### config.mk
export PLATFORM = sky130hd
export DESIGN_NAME = sem_monitor_top
export DESIGN_NICKNAME = d
export VERILOG_FILES = /design/src/source/sem_bus_pkg.sv /design/src/source/sem_cfg_pkg.sv /design/src/source/sem_monitor_top.sv /design/src/source/sem_wb_regs.sv /design/src/source/sem_ecc_tracker.sv /design/src/source/sem_cmd_seq.sv /design/src/source/sem_fifo.sv
export SDC_FILE = /design/constraint.sdc
export NUM_CORES = 1
export LEC_CHECK = 0
export BUFFER_PORTS_ARGS = -buffer_cell sky130_fd_sc_hd__buf_2
export CORE_ASPECT_RATIO = 1.1
export CORE_UTILIZATION = 45
export DETAILED_ROUTE_END_ITERATION = 6
export GPL_TIMING_DRIVEN = 0
export PLACE_DENSITY_LB_ADDON = 0.3
export REMOVE_ABC_BUFFERS = 1
export SLEW_MARGIN = 30
export SYNTH_ARGS = -nofsm -noshare
export SYNTH_HDL_FRONTEND = slang
export SYNTH_HIERARCHICAL = 1
export SYNTH_SLANG_ARGS = --single-unit
### constraint.sdc
create_clock -name CLK40 -period 3.35 [get_ports CLK40]
set_clock_uncertainty 0.1 [all_clocks]
set_input_delay 0.67 -clock CLK40 [delete_from_list [all_inputs] [get_ports CLK40]]
set_output_delay 0.67 -clock CLK40 [all_outputs]
set_load 0.01 [all_outputs]
### src/source/sem_bus_pkg.sv
// host side: Wishbone widths and register map
package sem_bus_pkg;

	localparam int wb_adr_w = 4;	// word address
	localparam int wb_dat_w = 32;

	// register addresses
	typedef enum logic [wb_adr_w-1:0] {
		reg_status = 4'd0, reg_ctrl, reg_txdata, reg_cmd, reg_counts, reg_clear, reg_evfar, reg_evsyn
	} sem_reg_e;

	////////////////////////////////////////////////////////////////////////////
	// bit positions inside the registers
	////////////////////////////////////////////////////////////////////////////

	// STATUS, bits 7:0 carry the core flags
	localparam int st_eccerr_b    = 8;
	localparam int st_eccsingle_b = 9;
	localparam int st_cmdbusy_b   = 10;
	localparam int st_txempty_b   = 11;
	localparam int st_evempty_b   = 12;
	localparam int st_evovf_b     = 13;

	localparam int ctrl_hold_b      = 0;	// CTRL hold enable
	localparam int txdata_valid_b   = 8;	// TXDATA, byte below it
	localparam int counts_multi_lsb = 8;	// COUNTS, single count at 0
	localparam int evsyn_bit_lsb    = 7;	// EVSYN, synword at 0
	localparam int evsyn_valid_b    = 31;

endpackage

### src/source/sem_cfg_pkg.sv
// what the SEM core and frame ECC side look like to the monitor
package sem_cfg_pkg;

	////////////////////////////////////////////////////////////////////////////
	// field widths of the frame ECC outputs
	////////////////////////////////////////////////////////////////////////////

	localparam int sem_far_w = 24, sem_synword_w = 7, sem_synbit_w = 5;

	localparam int sem_cnt_w = 8;	// error counters, saturate at all ones

	// bit positions of the eight core status flags in status_i
	typedef enum int unsigned {
		sem_st_heartbeat = 0, sem_st_initialization, sem_st_observation, sem_st_correction,
		sem_st_classification, sem_st_injection, sem_st_essential, sem_st_uncorrectable
	} sem_status_e;

	////////////////////////////////////////////////////////////////////////////
	// one syndrome event as stored in the event FIFO
	////////////////////////////////////////////////////////////////////////////

	typedef struct packed {
		logic [sem_far_w-1:0]     far;		// frame address
		logic [sem_synword_w-1:0] synword;	// word inside the frame
		logic [sem_synbit_w-1:0]  synbit;	// bit inside the word
	} sem_ecc_event_t;	// 36 bits

endpackage
### src/source/sem_monitor_top.sv
// SEM monitor subsystem top
module sem_monitor_top
	import sem_cfg_pkg::*, sem_bus_pkg::*;
#(
	parameter int TX_DEPTH = 16,	// monitor bytes
	parameter int EV_DEPTH = 4		// syndrome events
) (
	input  logic                     CLK40,
	input  logic                     arst_n_i,
	// Wishbone
	input  logic                     wb_cyc_i,
	input  logic                     wb_stb_i,
	input  logic                     wb_we_i,
	input  logic [wb_adr_w-1:0]      wb_adr_i,
	input  logic [wb_dat_w-1:0]      wb_dat_i,
	output logic [wb_dat_w-1:0]      wb_dat_o,
	output logic                     wb_ack_o,
	// SEM core and frame ECC
	input  logic [7:0]               status_i,
	input  logic                     fecc_crcerr_i,
	input  logic                     fecc_eccerr_i,
	input  logic                     fecc_eccsingle_i,
	input  logic                     fecc_synvalid_i,
	input  logic [sem_far_w-1:0]     fecc_far_i,
	input  logic [sem_synword_w-1:0] fecc_synword_i,
	input  logic [sem_synbit_w-1:0]  fecc_synbit_i,
	input  logic [7:0]               monitor_txdata_i,
	input  logic                     monitor_txwrite_i,
	output logic                     monitor_txfull_o,
	output logic [7:0]               monitor_rxdata_o,
	input  logic                     monitor_rxread_i,
	output logic                     monitor_rxempty_o
);

	logic                 hold_en, clear;
	logic                 ecc_err, ecc_single;
	logic [sem_cnt_w-1:0] single_cnt, multi_cnt;
	logic                 cmd_wr, cmd_busy;
	logic [7:0]           cmd_data;
	logic                 tx_pop, tx_empty;
	logic [7:0]           tx_head;
	logic                 ev_push, ev_pop, ev_empty, ev_full, ev_overflow;
	sem_ecc_event_t       ev_data, ev_head;

	sem_wb_regs sem_wb_regs_inst (
		.CLK40, .arst_n_i, .wb_cyc_i, .wb_stb_i, .wb_we_i, .wb_adr_i, .wb_dat_i,
		.wb_dat_o, .wb_ack_o, .status_i, .ecc_err_i(ecc_err), .ecc_single_i(ecc_single),
		.single_cnt_i(single_cnt), .multi_cnt_i(multi_cnt), .ev_overflow_i(ev_overflow),
		.cmd_busy_i(cmd_busy), .tx_empty_i(tx_empty), .tx_data_i(tx_head), .tx_pop_o(tx_pop),
		.ev_empty_i(ev_empty), .ev_head_i(ev_head), .ev_pop_o(ev_pop), .hold_en_o(hold_en),
		.clear_o(clear), .cmd_wr_o(cmd_wr), .cmd_data_o(cmd_data));

	sem_ecc_tracker sem_ecc_tracker_inst (
		.CLK40, .arst_n_i, .hold_en_i(hold_en), .clear_i(clear), .status_i,
		.fecc_crcerr_i, .fecc_eccerr_i, .fecc_eccsingle_i, .fecc_synvalid_i,
		.fecc_far_i, .fecc_synword_i, .fecc_synbit_i, .ecc_err_o(ecc_err),
		.ecc_single_o(ecc_single), .single_cnt_o(single_cnt), .multi_cnt_o(multi_cnt),
		.ev_push_o(ev_push), .ev_data_o(ev_data), .ev_full_i(ev_full),
		.ev_overflow_o(ev_overflow));

	sem_cmd_seq sem_cmd_seq_inst (
		.CLK40, .arst_n_i, .cmd_wr_i(cmd_wr), .cmd_data_i(cmd_data), .cmd_busy_o(cmd_busy),
		.monitor_rxdata_o, .monitor_rxempty_o, .monitor_rxread_i);

	// core monitor bytes, core pushes directly
	sem_fifo #(.payload_t(logic [7:0]), .DEPTH(TX_DEPTH)) tx_fifo_inst (
		.CLK40, .arst_n_i, .push_i(monitor_txwrite_i), .push_data_i(monitor_txdata_i),
		.pop_i(tx_pop), .head_o(tx_head), .empty_o(tx_empty), .full_o(monitor_txfull_o));

	// syndrome event log
	sem_fifo #(.payload_t(sem_ecc_event_t), .DEPTH(EV_DEPTH)) ev_fifo_inst (
		.CLK40, .arst_n_i, .push_i(ev_push), .push_data_i(ev_data),
		.pop_i(ev_pop), .head_o(ev_head), .empty_o(ev_empty), .full_o(ev_full));

endmodule

### src/source/sem_wb_regs.sv
// Wishbone classic slave with the monitor register file
module sem_wb_regs
	import sem_cfg_pkg::*, sem_bus_pkg::*;
(
	input  logic                CLK40,
	input  logic                arst_n_i,
	input  logic                wb_cyc_i,
	input  logic                wb_stb_i,
	input  logic                wb_we_i,
	input  logic [wb_adr_w-1:0] wb_adr_i,
	input  logic [wb_dat_w-1:0] wb_dat_i,
	output logic [wb_dat_w-1:0] wb_dat_o,
	output logic                wb_ack_o,
	input  logic [7:0]          status_i,	// core flags
	input  logic                ecc_err_i,
	input  logic                ecc_single_i,
	input  logic [sem_cnt_w-1:0] single_cnt_i,
	input  logic [sem_cnt_w-1:0] multi_cnt_i,
	input  logic                ev_overflow_i,
	input  logic                cmd_busy_i,
	input  logic                tx_empty_i,
	input  logic [7:0]          tx_data_i,	// tx FIFO head
	output logic                tx_pop_o,
	input  logic                ev_empty_i,
	input  sem_ecc_event_t      ev_head_i,	// event FIFO head
	output logic                ev_pop_o,
	output logic                hold_en_o,
	output logic                clear_o,
	output logic                cmd_wr_o,
	output logic [7:0]          cmd_data_o
);

	logic                req;		// new access, not yet acked
	logic                rd_req;
	logic                wr_req;
	sem_reg_e            adr;
	logic [wb_dat_w-1:0] rd_mux;

	assign req    = wb_cyc_i & wb_stb_i & ~wb_ack_o;	// ~ack keeps ack to one cycle
	assign rd_req = req & ~wb_we_i;
	assign wr_req = req & wb_we_i;
	assign adr    = sem_reg_e'(wb_adr_i);

	////////////////////////////////////////////////////////////////////////////
	// read mux, unmapped and write-only addresses read 0
	////////////////////////////////////////////////////////////////////////////

	always_comb
	begin
		rd_mux = '0;
		case (adr)
			reg_status:
			begin
				rd_mux[7:0]            = status_i;
				rd_mux[st_eccerr_b]    = ecc_err_i;
				rd_mux[st_eccsingle_b] = ecc_single_i;
				rd_mux[st_cmdbusy_b]   = cmd_busy_i;
				rd_mux[st_txempty_b]   = tx_empty_i;
				rd_mux[st_evempty_b]   = ev_empty_i;
				rd_mux[st_evovf_b]     = ev_overflow_i;
			end
			reg_ctrl:   rd_mux[ctrl_hold_b] = hold_en_o;
			reg_txdata: rd_mux[txdata_valid_b:0] = {~tx_empty_i, tx_data_i};
			reg_counts:
			begin
				rd_mux[sem_cnt_w-1:0]                 = single_cnt_i;
				rd_mux[counts_multi_lsb +: sem_cnt_w] = multi_cnt_i;
			end
			reg_evfar:  rd_mux[sem_far_w-1:0] = ev_head_i.far;
			reg_evsyn:
			begin
				rd_mux[sem_synword_w-1:0]               = ev_head_i.synword;
				rd_mux[evsyn_bit_lsb +: sem_synbit_w]   = ev_head_i.synbit;
				rd_mux[evsyn_valid_b]                   = ~ev_empty_i;
			end
			default:    rd_mux = '0;
		endcase
	end

	// ack plus every strobe lands in the ack cycle
	always_ff @(posedge CLK40 or negedge arst_n_i)
	begin
		if (!arst_n_i)
		begin
			wb_ack_o  <= 1'b0;
			tx_pop_o  <= 1'b0;
			ev_pop_o  <= 1'b0;
			clear_o   <= 1'b0;
			cmd_wr_o  <= 1'b0;
			hold_en_o <= 1'b0;
		end
		else
		begin
			wb_ack_o <= req;
			tx_pop_o <= rd_req & (adr == reg_txdata) & ~tx_empty_i;	// pop only what was read
			ev_pop_o <= rd_req & (adr == reg_evsyn) & ~ev_empty_i;
			clear_o  <= wr_req & (adr == reg_clear);	// any value
			cmd_wr_o <= wr_req & (adr == reg_cmd);
			if (wr_req && adr == reg_ctrl)
				hold_en_o <= wb_dat_i[ctrl_hold_b];
		end
	end

	// read data and command byte, valid with their strobes
	always_ff @(posedge CLK40)
	begin
		if (rd_req)
			wb_dat_o <= rd_mux;
		if (wr_req && adr == reg_cmd)
			cmd_data_o <= wb_dat_i[7:0];
	end

endmodule

### src/source/sem_ecc_tracker.sv
// frame ECC flag latching, error counters and syndrome event capture
module sem_ecc_tracker
	import sem_cfg_pkg::*;
(
	input  logic                     CLK40,
	input  logic                     arst_n_i,
	input  logic                     hold_en_i,		// CTRL hold mode
	input  logic                     clear_i,		// counters and overflow
	input  logic [7:0]               status_i,
	input  logic                     fecc_crcerr_i,
	input  logic                     fecc_eccerr_i,
	input  logic                     fecc_eccsingle_i,
	input  logic                     fecc_synvalid_i,
	input  logic [sem_far_w-1:0]     fecc_far_i,
	input  logic [sem_synword_w-1:0] fecc_synword_i,
	input  logic [sem_synbit_w-1:0]  fecc_synbit_i,
	output logic                     ecc_err_o,
	output logic                     ecc_single_o,
	output logic [sem_cnt_w-1:0]     single_cnt_o,
	output logic [sem_cnt_w-1:0]     multi_cnt_o,
	output logic                     ev_push_o,
	output sem_ecc_event_t           ev_data_o,
	input  logic                     ev_full_i,
	output logic                     ev_overflow_o	// sticky
);

	logic synvalid_q;	// for edge detect
	logic syn_rise;
	logic in_class;
	logic in_corr;

	assign in_class = status_i[sem_st_classification];
	assign in_corr  = status_i[sem_st_correction];

	////////////////////////////////////////////////////////////////////////////
	// ECC flags
	////////////////////////////////////////////////////////////////////////////

	always_ff @(posedge CLK40 or negedge arst_n_i)
	begin
		if (!arst_n_i)
		begin
			ecc_err_o    <= 1'b0;
			ecc_single_o <= 1'b0;
		end
		else if (!hold_en_i)
		begin
			ecc_err_o    <= fecc_eccerr_i;	// plain follow
			ecc_single_o <= fecc_eccsingle_i;
		end
		else if (in_class)
		begin
			// classification reloads from the primitive
			ecc_err_o    <= fecc_eccerr_i;
			ecc_single_o <= fecc_eccsingle_i;
		end
		else if (in_corr)
		begin
			ecc_err_o    <= ecc_err_o & fecc_crcerr_i;	// kept only while crc still bad
			ecc_single_o <= ecc_single_o & fecc_crcerr_i;
		end
		else
		begin
			ecc_err_o    <= ecc_err_o | fecc_eccerr_i;	// sticky
			ecc_single_o <= ecc_single_o | fecc_eccsingle_i;
		end
	end

	////////////////////////////////////////////////////////////////////////////
	// syndrome events and counters
	////////////////////////////////////////////////////////////////////////////

	assign syn_rise = fecc_synvalid_i & ~synvalid_q;

	// event goes straight into the FIFO on the rising edge
	assign ev_push_o         = syn_rise & ~ev_full_i;
	assign ev_data_o.far     = fecc_far_i;
	assign ev_data_o.synword = fecc_synword_i;
	assign ev_data_o.synbit  = fecc_synbit_i;

	always_ff @(posedge CLK40 or negedge arst_n_i)
	begin
		if (!arst_n_i)
		begin
			synvalid_q    <= 1'b0;
			single_cnt_o  <= '0;
			multi_cnt_o   <= '0;
			ev_overflow_o <= 1'b0;
		end
		else
		begin
			synvalid_q <= fecc_synvalid_i;
			if (clear_i)
			begin
				single_cnt_o  <= '0;
				multi_cnt_o   <= '0;
				ev_overflow_o <= 1'b0;
			end
			else if (syn_rise)
			begin
				if (ev_full_i)
					ev_overflow_o <= 1'b1;	// event lost
				// no eccerror, nothing counted
				if (fecc_eccerr_i && fecc_eccsingle_i && !(&single_cnt_o))
					single_cnt_o <= single_cnt_o + 1'b1;
				if (fecc_eccerr_i && !fecc_eccsingle_i && !(&multi_cnt_o))
					multi_cnt_o <= multi_cnt_o + 1'b1;
			end
		end
	end

endmodule

### src/source/sem_cmd_seq.sv
// holds one host command byte for the core's rx handshake
module sem_cmd_seq (
	input  logic       CLK40,
	input  logic       arst_n_i,
	input  logic       cmd_wr_i,		// acked CMD write
	input  logic [7:0] cmd_data_i,
	output logic       cmd_busy_o,
	output logic [7:0] monitor_rxdata_o,
	output logic       monitor_rxempty_o,
	input  logic       monitor_rxread_i	// core took the byte
);

	typedef enum logic {
		cs_idle,
		cs_held
	} cmd_state_e;

	cmd_state_e state;
	cmd_state_e state_nxt;

	////////////////////////////////////////////////////////////////////////////
	// two-state sequencer
	////////////////////////////////////////////////////////////////////////////

	always_comb
	begin
		state_nxt = state;
		case (state)
			cs_idle:
				if (cmd_wr_i)
					state_nxt = cs_held;
			cs_held:
				if (monitor_rxread_i)
					state_nxt = cs_idle;	// writes while held are ignored
			default:
				state_nxt = cs_idle;
		endcase
	end

	always_ff @(posedge CLK40 or negedge arst_n_i)
	begin
		if (!arst_n_i)
			state <= cs_idle;
		else
			state <= state_nxt;
	end

	// byte loaded only from idle
	always_ff @(posedge CLK40)
	begin
		if (state == cs_idle && cmd_wr_i)
			monitor_rxdata_o <= cmd_data_i;
	end

	assign cmd_busy_o        = (state == cs_held);
	assign monitor_rxempty_o = (state == cs_idle);	// high out of reset

endmodule

### src/source/sem_fifo.sv
// synchronous FIFO, payload given as a type
module sem_fifo #(
	parameter type payload_t = logic [7:0],
	parameter int  DEPTH     = 16		// power of two
) (
	input  logic     CLK40,
	input  logic     arst_n_i,
	input  logic     push_i,
	input  payload_t push_data_i,
	input  logic     pop_i,
	output payload_t head_o,		// oldest entry, combinational
	output logic     empty_o,
	output logic     full_o
);

	localparam int aw = $clog2(DEPTH);

	payload_t      mem [DEPTH];
	logic [aw:0]   wr_ptr;		// extra msb tells full from empty
	logic [aw:0]   rd_ptr;
	logic          push_ok;
	logic          pop_ok;

	// push while full and pop while empty are dropped
	assign push_ok = push_i & ~full_o;
	assign pop_ok  = pop_i & ~empty_o;

	////////////////////////////////////////////////////////////////////////////
	// pointers
	////////////////////////////////////////////////////////////////////////////

	always_ff @(posedge CLK40 or negedge arst_n_i)
	begin
		if (!arst_n_i)
		begin
			wr_ptr <= '0;
			rd_ptr <= '0;
		end
		else
		begin
			if (push_ok)
				wr_ptr <= wr_ptr + 1'b1;
			if (pop_ok)
				rd_ptr <= rd_ptr + 1'b1;
		end
	end

	// storage
	always_ff @(posedge CLK40)
	begin
		if (push_ok)
			mem[wr_ptr[aw-1:0]] <= push_data_i;
	end

	assign head_o  = mem[rd_ptr[aw-1:0]];
	assign empty_o = (wr_ptr == rd_ptr);
	assign full_o  = (wr_ptr[aw] != rd_ptr[aw]) &&
		(wr_ptr[aw-1:0] == rd_ptr[aw-1:0]);	// wrapped once

endmodule

==> results of run 1 <==
through the flow:
stage,cell area [µm²],std cells
after detailed placement,15700,1278
final,16900,1342
after global routing,16900,1342
after CTS,16900,1342
after global placement,15400,1266
after floorplan,14300,730
per-layer routing:
metal  global-route usage  share of wire
met4               0.0528          0.020
met5                    0        0.00090
met3               0.0288          0.053
met1                0.247           0.43
met2                0.291           0.49
synth_stat cells, types with 12 or more instances:
library cell and instances:
xnor2_1 15, inv_1 12, mux4_2 61, xor2_1 13, dfrtp_1 43, nor2_1 24, mux2i_1 13, and2_1 16
edfxtp_1 313, a22oi_1 28, nor3_1 17, ha_1 12, nand2_1 29, buf_4 50
flip-flops by register name (all words and copies together) (netlist names), 3 cells and up:
register and flops:
ev_fifo_inst/mem 144, ev_fifo_inst/rd_ptr 3, ev_fifo_inst/wr_ptr 3, sem_cmd_seq_inst/monitor_rxdata_o 8
sem_ecc_tracker_inst/multi_cnt_o 8, sem_ecc_tracker_inst/single_cnt_o 8, sem_wb_regs_inst/cmd_data_o 8, sem_wb_regs_inst/wb_dat_o 25
tx_fifo_inst/mem 128, tx_fifo_inst/rd_ptr 5, tx_fifo_inst/wr_ptr 5
critical path: cells and delay by family (launching register included):
family | cells | cell delay, ns
buffers and inverters | 4 | 0.76
and+or+nand+nor | 3 | 0.72
DFF | 1 | 0.51
AOI/OAI and AO/OA | 1 | 0.43
xor gates and xnor gates | 1 | 0.24
worst paths after layout:
| check | startpoint | endpoint | slack, ns | cells after the start |
|---|---|---|---|---|
| setup reg to reg | ev_fifo_inst/rd_ptr[1] | ev_fifo_inst/mem[3][33] | 0.26 | 9 |
| hold / removal | arst_n_i | sem_ecc_tracker_inst/ecc_single_o | 0.07 | 1 |
| setup / recovery | ev_fifo_inst/rd_ptr[1] | ev_fifo_inst/mem[3][33] | 0.26 | 9 |
| hold reg to reg | sem_wb_regs_inst/cmd_data_o[6] | sem_cmd_seq_inst/monitor_rxdata_o[6] | 0.32 | 0 |
| min in group CLK40 | fecc_synvalid_i | sem_ecc_tracker_inst/synvalid_q | 0.22 | 1 |
| max in group asynchronous | arst_n_i | tx_fifo_inst/rd_ptr[1] | 2.62 | 1 |
layout make-up:
| class | count | area share |
|---|---|---|
| multi-input cells | 362 | 0.229 |
| flip-flops and latches | 356 | 0.621 |
| clock inverters | 13 | 0.0130 |
| well taps | 426 | 0.0316 |
| clock buffers | 50 | 0.0590 |
| inverters | 12 | 0.00267 |
| repair buffers | 123 | 0.0443 |
power breakdown:
part	total [W]	internal, W	switching [W]	leakage (nW)
registers	0.00563	0.00531	0.000324	3.39
clock network	0.00409	0.00248	0.00161	0.586
logic	0.00168	0.000710	0.000971	1.81
total	0.0114	0.00850	0.00290	5.79
timing repair:
item                       CTS  global route
buffers inserted             1             0
resized for setup            2             0
hold buffers                 0             0
setup endpoints to repair   17             0
logic make-up after synthesis:
family | after synthesis | synth area share
compound gates | 86 | 0.0475
buf+inv | 93 | 0.0434
other cells | 1 | 0.000252
mux | 86 | 0.118
xor+xnor | 31 | 0.0206
fa+ha+maj | 12 | 0.0101
simple gates | 140 | 0.0554
flops | 356 | 0.705
==> flow_summary.json, run 1 <==
{
  "pin_count": 142,
  "fmax_mhz": 324,
  "antenna_found_initial": 2,
  "clkSinkCount": 356,
  "diodes": 0,
  "whs_ns": 0.0719,
  "firstDrtPassIters": 5,
  "synth_area_leader_cell": "edfxtp_1",
  "synth_top_flop_cell": "edfxtp_1",
  "relSlewSlack": 0.370,
  "yosysSeqAreaShare": 0.705,
  "numCtsBuffers": 37,
  "path_max_fanout": 41,
  "routedWlPerCell_um": 22.3,
  "cts.htree.levels": 2,
  "final_nets": 1003,
  "grt.total_usage": 0.178,
  "antenna_left": 0,
  "die_w_um": 175,
  "layout_common_cells": "edfxtp_1 (313), buf_2 (110), mux4_2 (61), dfrtp_1 (39), clkbuf_16 (38)",
  "tns_ns": 0,
  "p_per_area_nw_per_um2": 675,
  "grt_overflow_total": 0,
  "p_total_w": 0.0114,
  "hp-class": "in -> async",
  "fill_cells": 2587,
  "gp_congestion": 0.809,
  "max-cap-violations": 0,
  "grt_pass1_wl_mm": 44.4,
  "cp_cell_sequence": "buf_16 > xnor2_1 > nand3_2 > inv_1 > nor3b_2 > nand2_1 > a31oi_4 > buf_8 > buf_8",
  "cts_tree": "yes",
  "ys_warn_count": 6,
  "portBuffers": 110,
  "cts-root-buf": "clkbuf_16",
  "clk_path_buf_depth": 3,
  "synth_edf_count": 313,
  "setup_violations": 0,
  "post-route-util": 0.522,
  "layout_setup_ws_ns": 0.260,
  "clkTransAtPathRegs_ns": 0.06,
  "insertion_delay_ns": 0.52,
  "synthArstFlopShare": 0.121,
  "drt_iter0_drc": 542,
  "ys_types": 73,
  "p_leak_nw": 5.79,
  "min_period_ns": 3.09,
  "multiInputGateArea_um2": 3860,
  "grt_max_degree": 44,
  "pre_cts_ws_ns": -0.0170,
  "crit_type": "reg -> reg",
  "drv_slew": 0,
  "critical-path-slowest-cell": "dfrtp_4",
  "area_delta_synth_final_pct": 13.7,
  "grt_setup_unrepaired": "no",
  "vias": 7388,
  "hpwlAfterDp_mm": 19.3,
  "worstPathArrival_ns": 3.20,
  "die_h_um": 193,
  "synth_seq_cells": 356,
  "syn_area_per_cell_um2": 18.5,
  "die_area_um2": 33700,
  "peakVddDrop_v": 0.000342,
  "start_kind": "flop",
  "critPathCaptureType": "flop",
  "core.rowCount": 69,
  "via_per_inst": 5.51,
  "critPathMostFrequentCell": "buf_8",
  "tightest_slew_ns": 0.939,
  "core_um2": 32400,
  "grt_pass1_vias": 7323,
  "layout_commonest_cell": "edfxtp_1",
  "synth_area_leaders": "edfxtp_1 (63%), mux4_2 (9.2%), dfrtp_1 (7.2%)",
  "drc": 0,
  "syn_area_um2": 14900,
  "start_util": 0.459,
  "slowest_delay_ns": 0.51,
  "postSynthCellCount": 805,
  "regArea_um2": 10500,
  "finalHoldViolCount": 0,
  "run_status": "complete, no violations",
  "drive_above_1_share": 0.308,
  "synth_top_area_frac": 0.633,
  "period_share": 0.922,
  "finalWirelength_mm": 29.9,
  "crit_required_ns": 3.46
}
No activity file was read; power rests on OpenSTA's default activity.
==> inputs of run 2 (changes only) <==
--- a/config.mk
+++ b/config.mk
@@ -11,6 +11,7 @@
 export DETAILED_ROUTE_END_ITERATION = 6
 export GPL_TIMING_DRIVEN = 0
 export PLACE_DENSITY_LB_ADDON = 0.3
+export RECOVER_POWER = 50
 export REMOVE_ABC_BUFFERS = 1
 export SLEW_MARGIN = 30
 export SYNTH_ARGS = -nofsm -noshare
==> flow_summary.json, run 2 (synthesized netlist as in run 1, its figures left out) <==
{
  "run_status": "complete, no violations",
  "grt_setup_unrepaired": "no",
  "peakVddDrop_v": 0.000341,
  "period_share": 0.921,
  "start_util": 0.459,
  "portBuffers": 110,
  "clk_path_buf_depth": 3,
  "p_leak_nw": 5.63,
  "hp-class": "in -> async",
  "layout_commonest_cell": "edfxtp_1",
  "layout_setup_ws_ns": 0.266,
  "critPathCaptureType": "flop",
  "grt_pass1_vias": 7323,
  "drv_slew": 0,
  "power_frac_clock": 0.359,
  "die_area_um2": 33700,
  "cts.htree.levels": 2,
  "crit_required_ns": 3.46,
  "firstDrtPassIters": 5,
  "fmax_mhz": 324,
  "cts-root-buf": "clkbuf_16",
  "vias": 7452,
  "die_w_um": 175,
  "via_per_inst": 5.55,
  "antenna_left": 0,
  "core_um2": 32400,
  "grt_pass1_wl_mm": 44.4,
  "post-route-util": 0.519,
  "finalWirelength_mm": 30.1,
  "final_nets": 1003,
  "p_per_area_nw_per_um2": 678,
  "power_switching_share": 0.255,
  "worstPathArrival_ns": 3.20,
  "cts_tree": "yes",
  "hpwlAfterDp_mm": 19.3,
  "drt_iter0_drc": 539,
  "insertion_delay_ns": 0.52,
  "diodes": 0,
  "internal_power_w": 0.00849,
  "start_kind": "flop",
  "setup_violations": 0,
  "finalHoldViolCount": 0,
  "drc": 0,
  "area_delta_synth_final_pct": 13.0,
  "layout_common_cells": "edfxtp_1 (313), clkbuf_1 (66), mux4_2 (61), buf_2 (56), dfrtp_1 (39)",
  "grt_overflow_total": 0,
  "tightest_slew_ns": 1.46,
  "drive_above_1_share": 0.242,
  "gp_congestion": 0.809,
  "clkTransAtPathRegs_ns": 0.06,
  "combinationalPowerShare": 0.147,
  "antenna_found_initial": 1,
  "min_period_ns": 3.08,
  "max-cap-violations": 0,
  "routedWlPerCell_um": 22.4,
  "grt.total_usage": 0.178,
  "pin_count": 142,
  "numCtsBuffers": 37,
  "die_h_um": 193,
  "path_max_fanout": 41,
  "crit_type": "reg -> reg",
  "core.rowCount": 69,
  "relSlewSlack": 0.0242,
  "largest_reg_flops": 144,
  "fill_cells": 2616,
  "grt_max_degree": 44,
  "p_seq_frac": 0.495,
  "clkSinkCount": 356,
  "switching_power_w": 0.00290,
  "pre_cts_ws_ns": -0.0170
}
run 2: cell types whose count changed in the layout (fill, tap and decap cells not counted), moves of 2 or more:
cell,before,now
clkbuf_1,12,66
o21ai_0,5,7
o21ai_1,3,1
buf_2,110,56
o211ai_1,5,7
run 2: power groups by stage:
stage / Sequential [W] / Combinational, W / Clock, W
final: 0.00563 / 0.00167 / 0.00409
after floorplan: 0.00567 / 0.00107 / 0
after CTS: 0.00563 / 0.00170 / 0.00417
after global routing: 0.00567 / 0.00181 / 0.00435
after detailed placement: 0.00572 / 0.00168 / 0
after global placement: 0.00579 / 0.00152 / 0
run 2: what timing repair did:
action | CTS | global route
buffers inserted | 1 | 0
resized for setup | 2 | 0
hold buffers | 0 | 0
endpoints found under the setup margin | 17 | 0
run 2: metal layers:
metal / vias up / GRT usage / wire [µm]
li1: 3335 / - / -
met1: 3841 / 0.247 / 13000
met2: 228 / 0.291 / 14800
met3: 46 / 0.0288 / 1630
met4: 2 / 0.0528 / 601
met5: - / 0 / 13
run 2: through the flow:
stage	instance area [µm²]	power (W)	hold slack, ns	std cells	setup TNS [ns]
final	16800	0.0114	0.0701	1342	0
after global routing	16800	0.0118	0.107	1342	0
after CTS	16900	0.0115	0.0859	1342	0
after detailed placement	15700	0.00740	0.306	1278	-0.259
after global placement	15400	0.00730	0.307	1266	-553.09
after floorplan	14300	0.00674	0.274	730	-129.33
run 2: worst paths after layout:
check	startpoint	end	slack, ns	cells after the start
max	ev_fifo_inst/rd_ptr[1]	ev_fifo_inst/mem[3][33]	0.27	9
min	arst_n_i	sem_ecc_tracker_inst/ecc_single_o	0.07	1
max reg2reg	ev_fifo_inst/rd_ptr[1]	ev_fifo_inst/mem[3][33]	0.27	9
min reg2reg	sem_wb_regs_inst/cmd_data_o[6]	sem_cmd_seq_inst/monitor_rxdata_o[6]	0.32	0
max in group asynchronous	arst_n_i	tx_fifo_inst/rd_ptr[1]	2.63	1
min in group CLK40	monitor_rxread_i	sem_cmd_seq_inst/cmd_busy_o	0.24	2
run 2: layout make-up:
class	instances	area, µm²	share of cell area
inverters	12	45.0	0.00268
multi-input cells	362	3830	0.228
repair buffers	123	681	0.0405
flip-flops and latches	356	10500	0.625
well taps	426	533	0.0317
clock buffers	50	996	0.0593
clock inverters	13	219	0.0130
run 2: worst max-delay path, stage by stage (launching register included):
cell,delay [ns]
dfrtp_4,0.51
buf_16,0.23
xnor2_1,0.23
nand3_2,0.15
inv_1,0.07
nor3b_2,0.40
nand2_1,0.16
a31oi_4,0.43
buf_8,0.26
buf_8,0.21
==> inputs of run 3 (changes only) <==
--- a/config.mk
+++ b/config.mk
@@ -7,9 +7,11 @@
 export LEC_CHECK = 0
 export BUFFER_PORTS_ARGS = -buffer_cell sky130_fd_sc_hd__buf_2
 export CORE_ASPECT_RATIO = 1.1
+export CORE_MARGIN = 2
 export CORE_UTILIZATION = 45
 export DETAILED_ROUTE_END_ITERATION = 6
 export GPL_TIMING_DRIVEN = 0
+export HOLD_SLACK_MARGIN = 0.1
 export PLACE_DENSITY_LB_ADDON = 0.3
 export RECOVER_POWER = 50
 export REMOVE_ABC_BUFFERS = 1
==> flow_summary.json, run 3 (synthesized netlist as in run 1, its figures left out) <==
{
  "die_w_um": 177,
  "violations": "max-capacitance violations, max-slew violations",
  "relSlewSlack": -0.0256,
  "switching_power_w": 0.00289,
  "crit_required_ns": 3.47,
  "largest_reg_flops": 144,
  "slowest_delay_ns": 0.56,
  "crit_type": "reg -> reg",
  "core.rowCount": 69,
  "power_frac_clock": 0.351,
  "min_period_ns": 3.12,
  "critPathCaptureType": "flop",
  "hp-class": "in -> reg",
  "critPathTopFamily": "simple AND/OR/NAND/NOR gates",
  "drt_iter0_drc": 544,
  "grt_setup_unrepaired": "no",
  "p_leak_nw": 5.63,
  "grt_max_degree": 44,
  "firstDrtPassIters": 5,
  "portBuffers": 110,
  "antenna_left": 0,
  "route.met2.wl_mm": 14.9,
  "via_per_inst": 5.53,
  "grt.total_usage": 0.179,
  "grt_overflow_total": 0,
  "fmax_mhz": 320,
  "internal_power_w": 0.00838,
  "clkTransAtPathRegs_ns": 0.05,
  "placed_cell_area_um2": 15700,
  "critical-path-slowest-cell": "dfrtp_4",
  "worstPathArrival_ns": 3.24,
  "start_util": 0.459,
  "routedWlPerCell_um": 22.5,
  "numCtsBuffers": 37,
  "gp_congestion": 0.795,
  "peakVddDrop_v": 0.000396,
  "clkSinkCount": 356,
  "layout_common_cells": "edfxtp_1 (313), mux4_2 (61), clkbuf_1 (58), buf_2 (58), dfrtp_1 (39)",
  "top_layer": "met4",
  "period_share": 0.932,
  "pin_count": 142,
  "insertion_delay_ns": 0.52,
  "p_seq_frac": 0.499,
  "clk_path_buf_depth": 3,
  "p_per_area_nw_per_um2": 672,
  "tightest_slew_ns": 1.53,
  "drc": 0,
  "hpwlAfterDp_mm": 19.6,
  "cts.htree.levels": 2,
  "final_nets": 1006,
  "finalWirelength_mm": 30.3,
  "m1WireLength_mm": 13.2,
  "diodes": 0,
  "power_switching_share": 0.257,
  "run_status": "finished, violations left",
  "grt_pass1_vias": 7664,
  "finalHoldViolCount": 0,
  "cp_cell_sequence": "buf_12 > xnor2_1 > nand3_2 > inv_1 > nor3b_2 > nand2_1 > a31oi_4 > buf_8 > buf_16",
  "die_h_um": 195,
  "drive_above_1_share": 0.249,
  "path_max_fanout": 35,
  "placedCellCount": 1276,
  "layout_commonest_cell": "edfxtp_1",
  "drv_slew": 13,
  "stdcell_count": 1345,
  "max-cap-violations": 1,
  "antenna_found_initial": 0,
  "route.met3.wl_mm": 1.39,
  "setup_violations": 0,
  "grt_pass1_wl_mm": 45.9,
  "combinationalPowerShare": 0.151,
  "vias": 7440,
  "area_delta_synth_final_pct": 12.9,
  "cts_tree": "yes",
  "die_area_um2": 34500,
  "final_cell_area_um2": 16800,
  "critPathBufInv": 4,
  "core_um2": 32400,
  "cts-root-buf": "clkbuf_16",
  "start_kind": "flop"
}
run 3: changes by cell type in the layout (fill, tap and decap cells not counted), moves of 2 or more:
cell / previous run / this run
and2_1: 16 / 14
clkinv_1: 3 / 6
clkinvlp_4: 0 / 2
clkbuf_1: 66 / 58
clkinv_2: 2 / 5
buf_2: 56 / 58
and2_0: 0 / 2
run 3: per-stage QoR:
stage	TNS [ns]	util	hold slack [ns]	setup WS [ns]	total power, W
floorplan	-129.33	-	0.274	-0.902	0.00674
global placement	-537.71	0.475	0.306	-2.73	0.00730
detailed placement	-1.60	0.483	0.306	-0.107	0.00741
CTS	0	0.520	0.206	0.0713	0.0114
global route	0	0.518	0.233	0.0445	0.0117
finish	0	0.518	0.250	0.229	0.0113
run 3: final timing paths:
path / from / end / slack (ns) / depth (start not counted)
hold / removal: monitor_rxread_i / sem_cmd_seq_inst/cmd_busy_o / 0.25 / 2
setup reg to reg: ev_fifo_inst/rd_ptr[1] / ev_fifo_inst/mem[3][15] / 0.23 / 9
hold reg to reg: sem_wb_regs_inst/cmd_data_o[3] / sem_cmd_seq_inst/monitor_rxdata_o[3] / 0.32 / 0
max in group asynchronous: arst_n_i / ev_fifo_inst/rd_ptr[1] / 1.41 / 2
setup / recovery: ev_fifo_inst/rd_ptr[1] / ev_fifo_inst/mem[3][15] / 0.23 / 9
min in group asynchronous: arst_n_i / tx_fifo_inst/wr_ptr[0] / 0.84 / 2
run 3: cell type report:
cell class / instances / area [µm²]
fill: 2631 / 15600
sequential: 356 / 10500
multi-input combinational: 362 / 3840
clock buffer: 44 / 962
timing repair buffer: 126 / 711
tap: 426 / 533
clock inverter: 19 / 200
inverter: 12 / 45.0
run 3: power groups by stage:
stage	clock (W)	combinational (W)	sequential (W)
finish	0.00396	0.00170	0.00562
global route	0.00422	0.00186	0.00567
CTS	0.00405	0.00171	0.00562
detailed placement	0	0.00169	0.00571
global placement	0	0.00151	0.00578
floorplan	0	0.00107	0.00567
run 3: metal layers:
| metal | global-route usage | vias up |
|---|---|---|
| met2 | 0.293 | 195 |
| met4 | 0.0514 | 0 |
| li1 | - | 3344 |
| met1 | 0.248 | 3849 |
| met5 | 0 | - |
| met3 | 0.0286 | 52 |
run 3: worst reg2reg max path, stage by stage, from the launching register on:
cell,delay (ns)
dfrtp_4,0.56
buf_12,0.22
xnor2_1,0.24
nand3_2,0.15
inv_1,0.07
nor3b_2,0.40
nand2_1,0.16
a31oi_4,0.49
buf_8,0.26
buf_16,0.18
run 3: timing repair:
action | CTS | global route
cloned | 0 | 0
gates resized for setup | 2 | 0
setup endpoints to repair | 16 | 1
buffers inserted | 1 | 4
pin swaps | 1 | 1
hold endpoints to repair | 28 | 0
hold buffers | 1 | 0
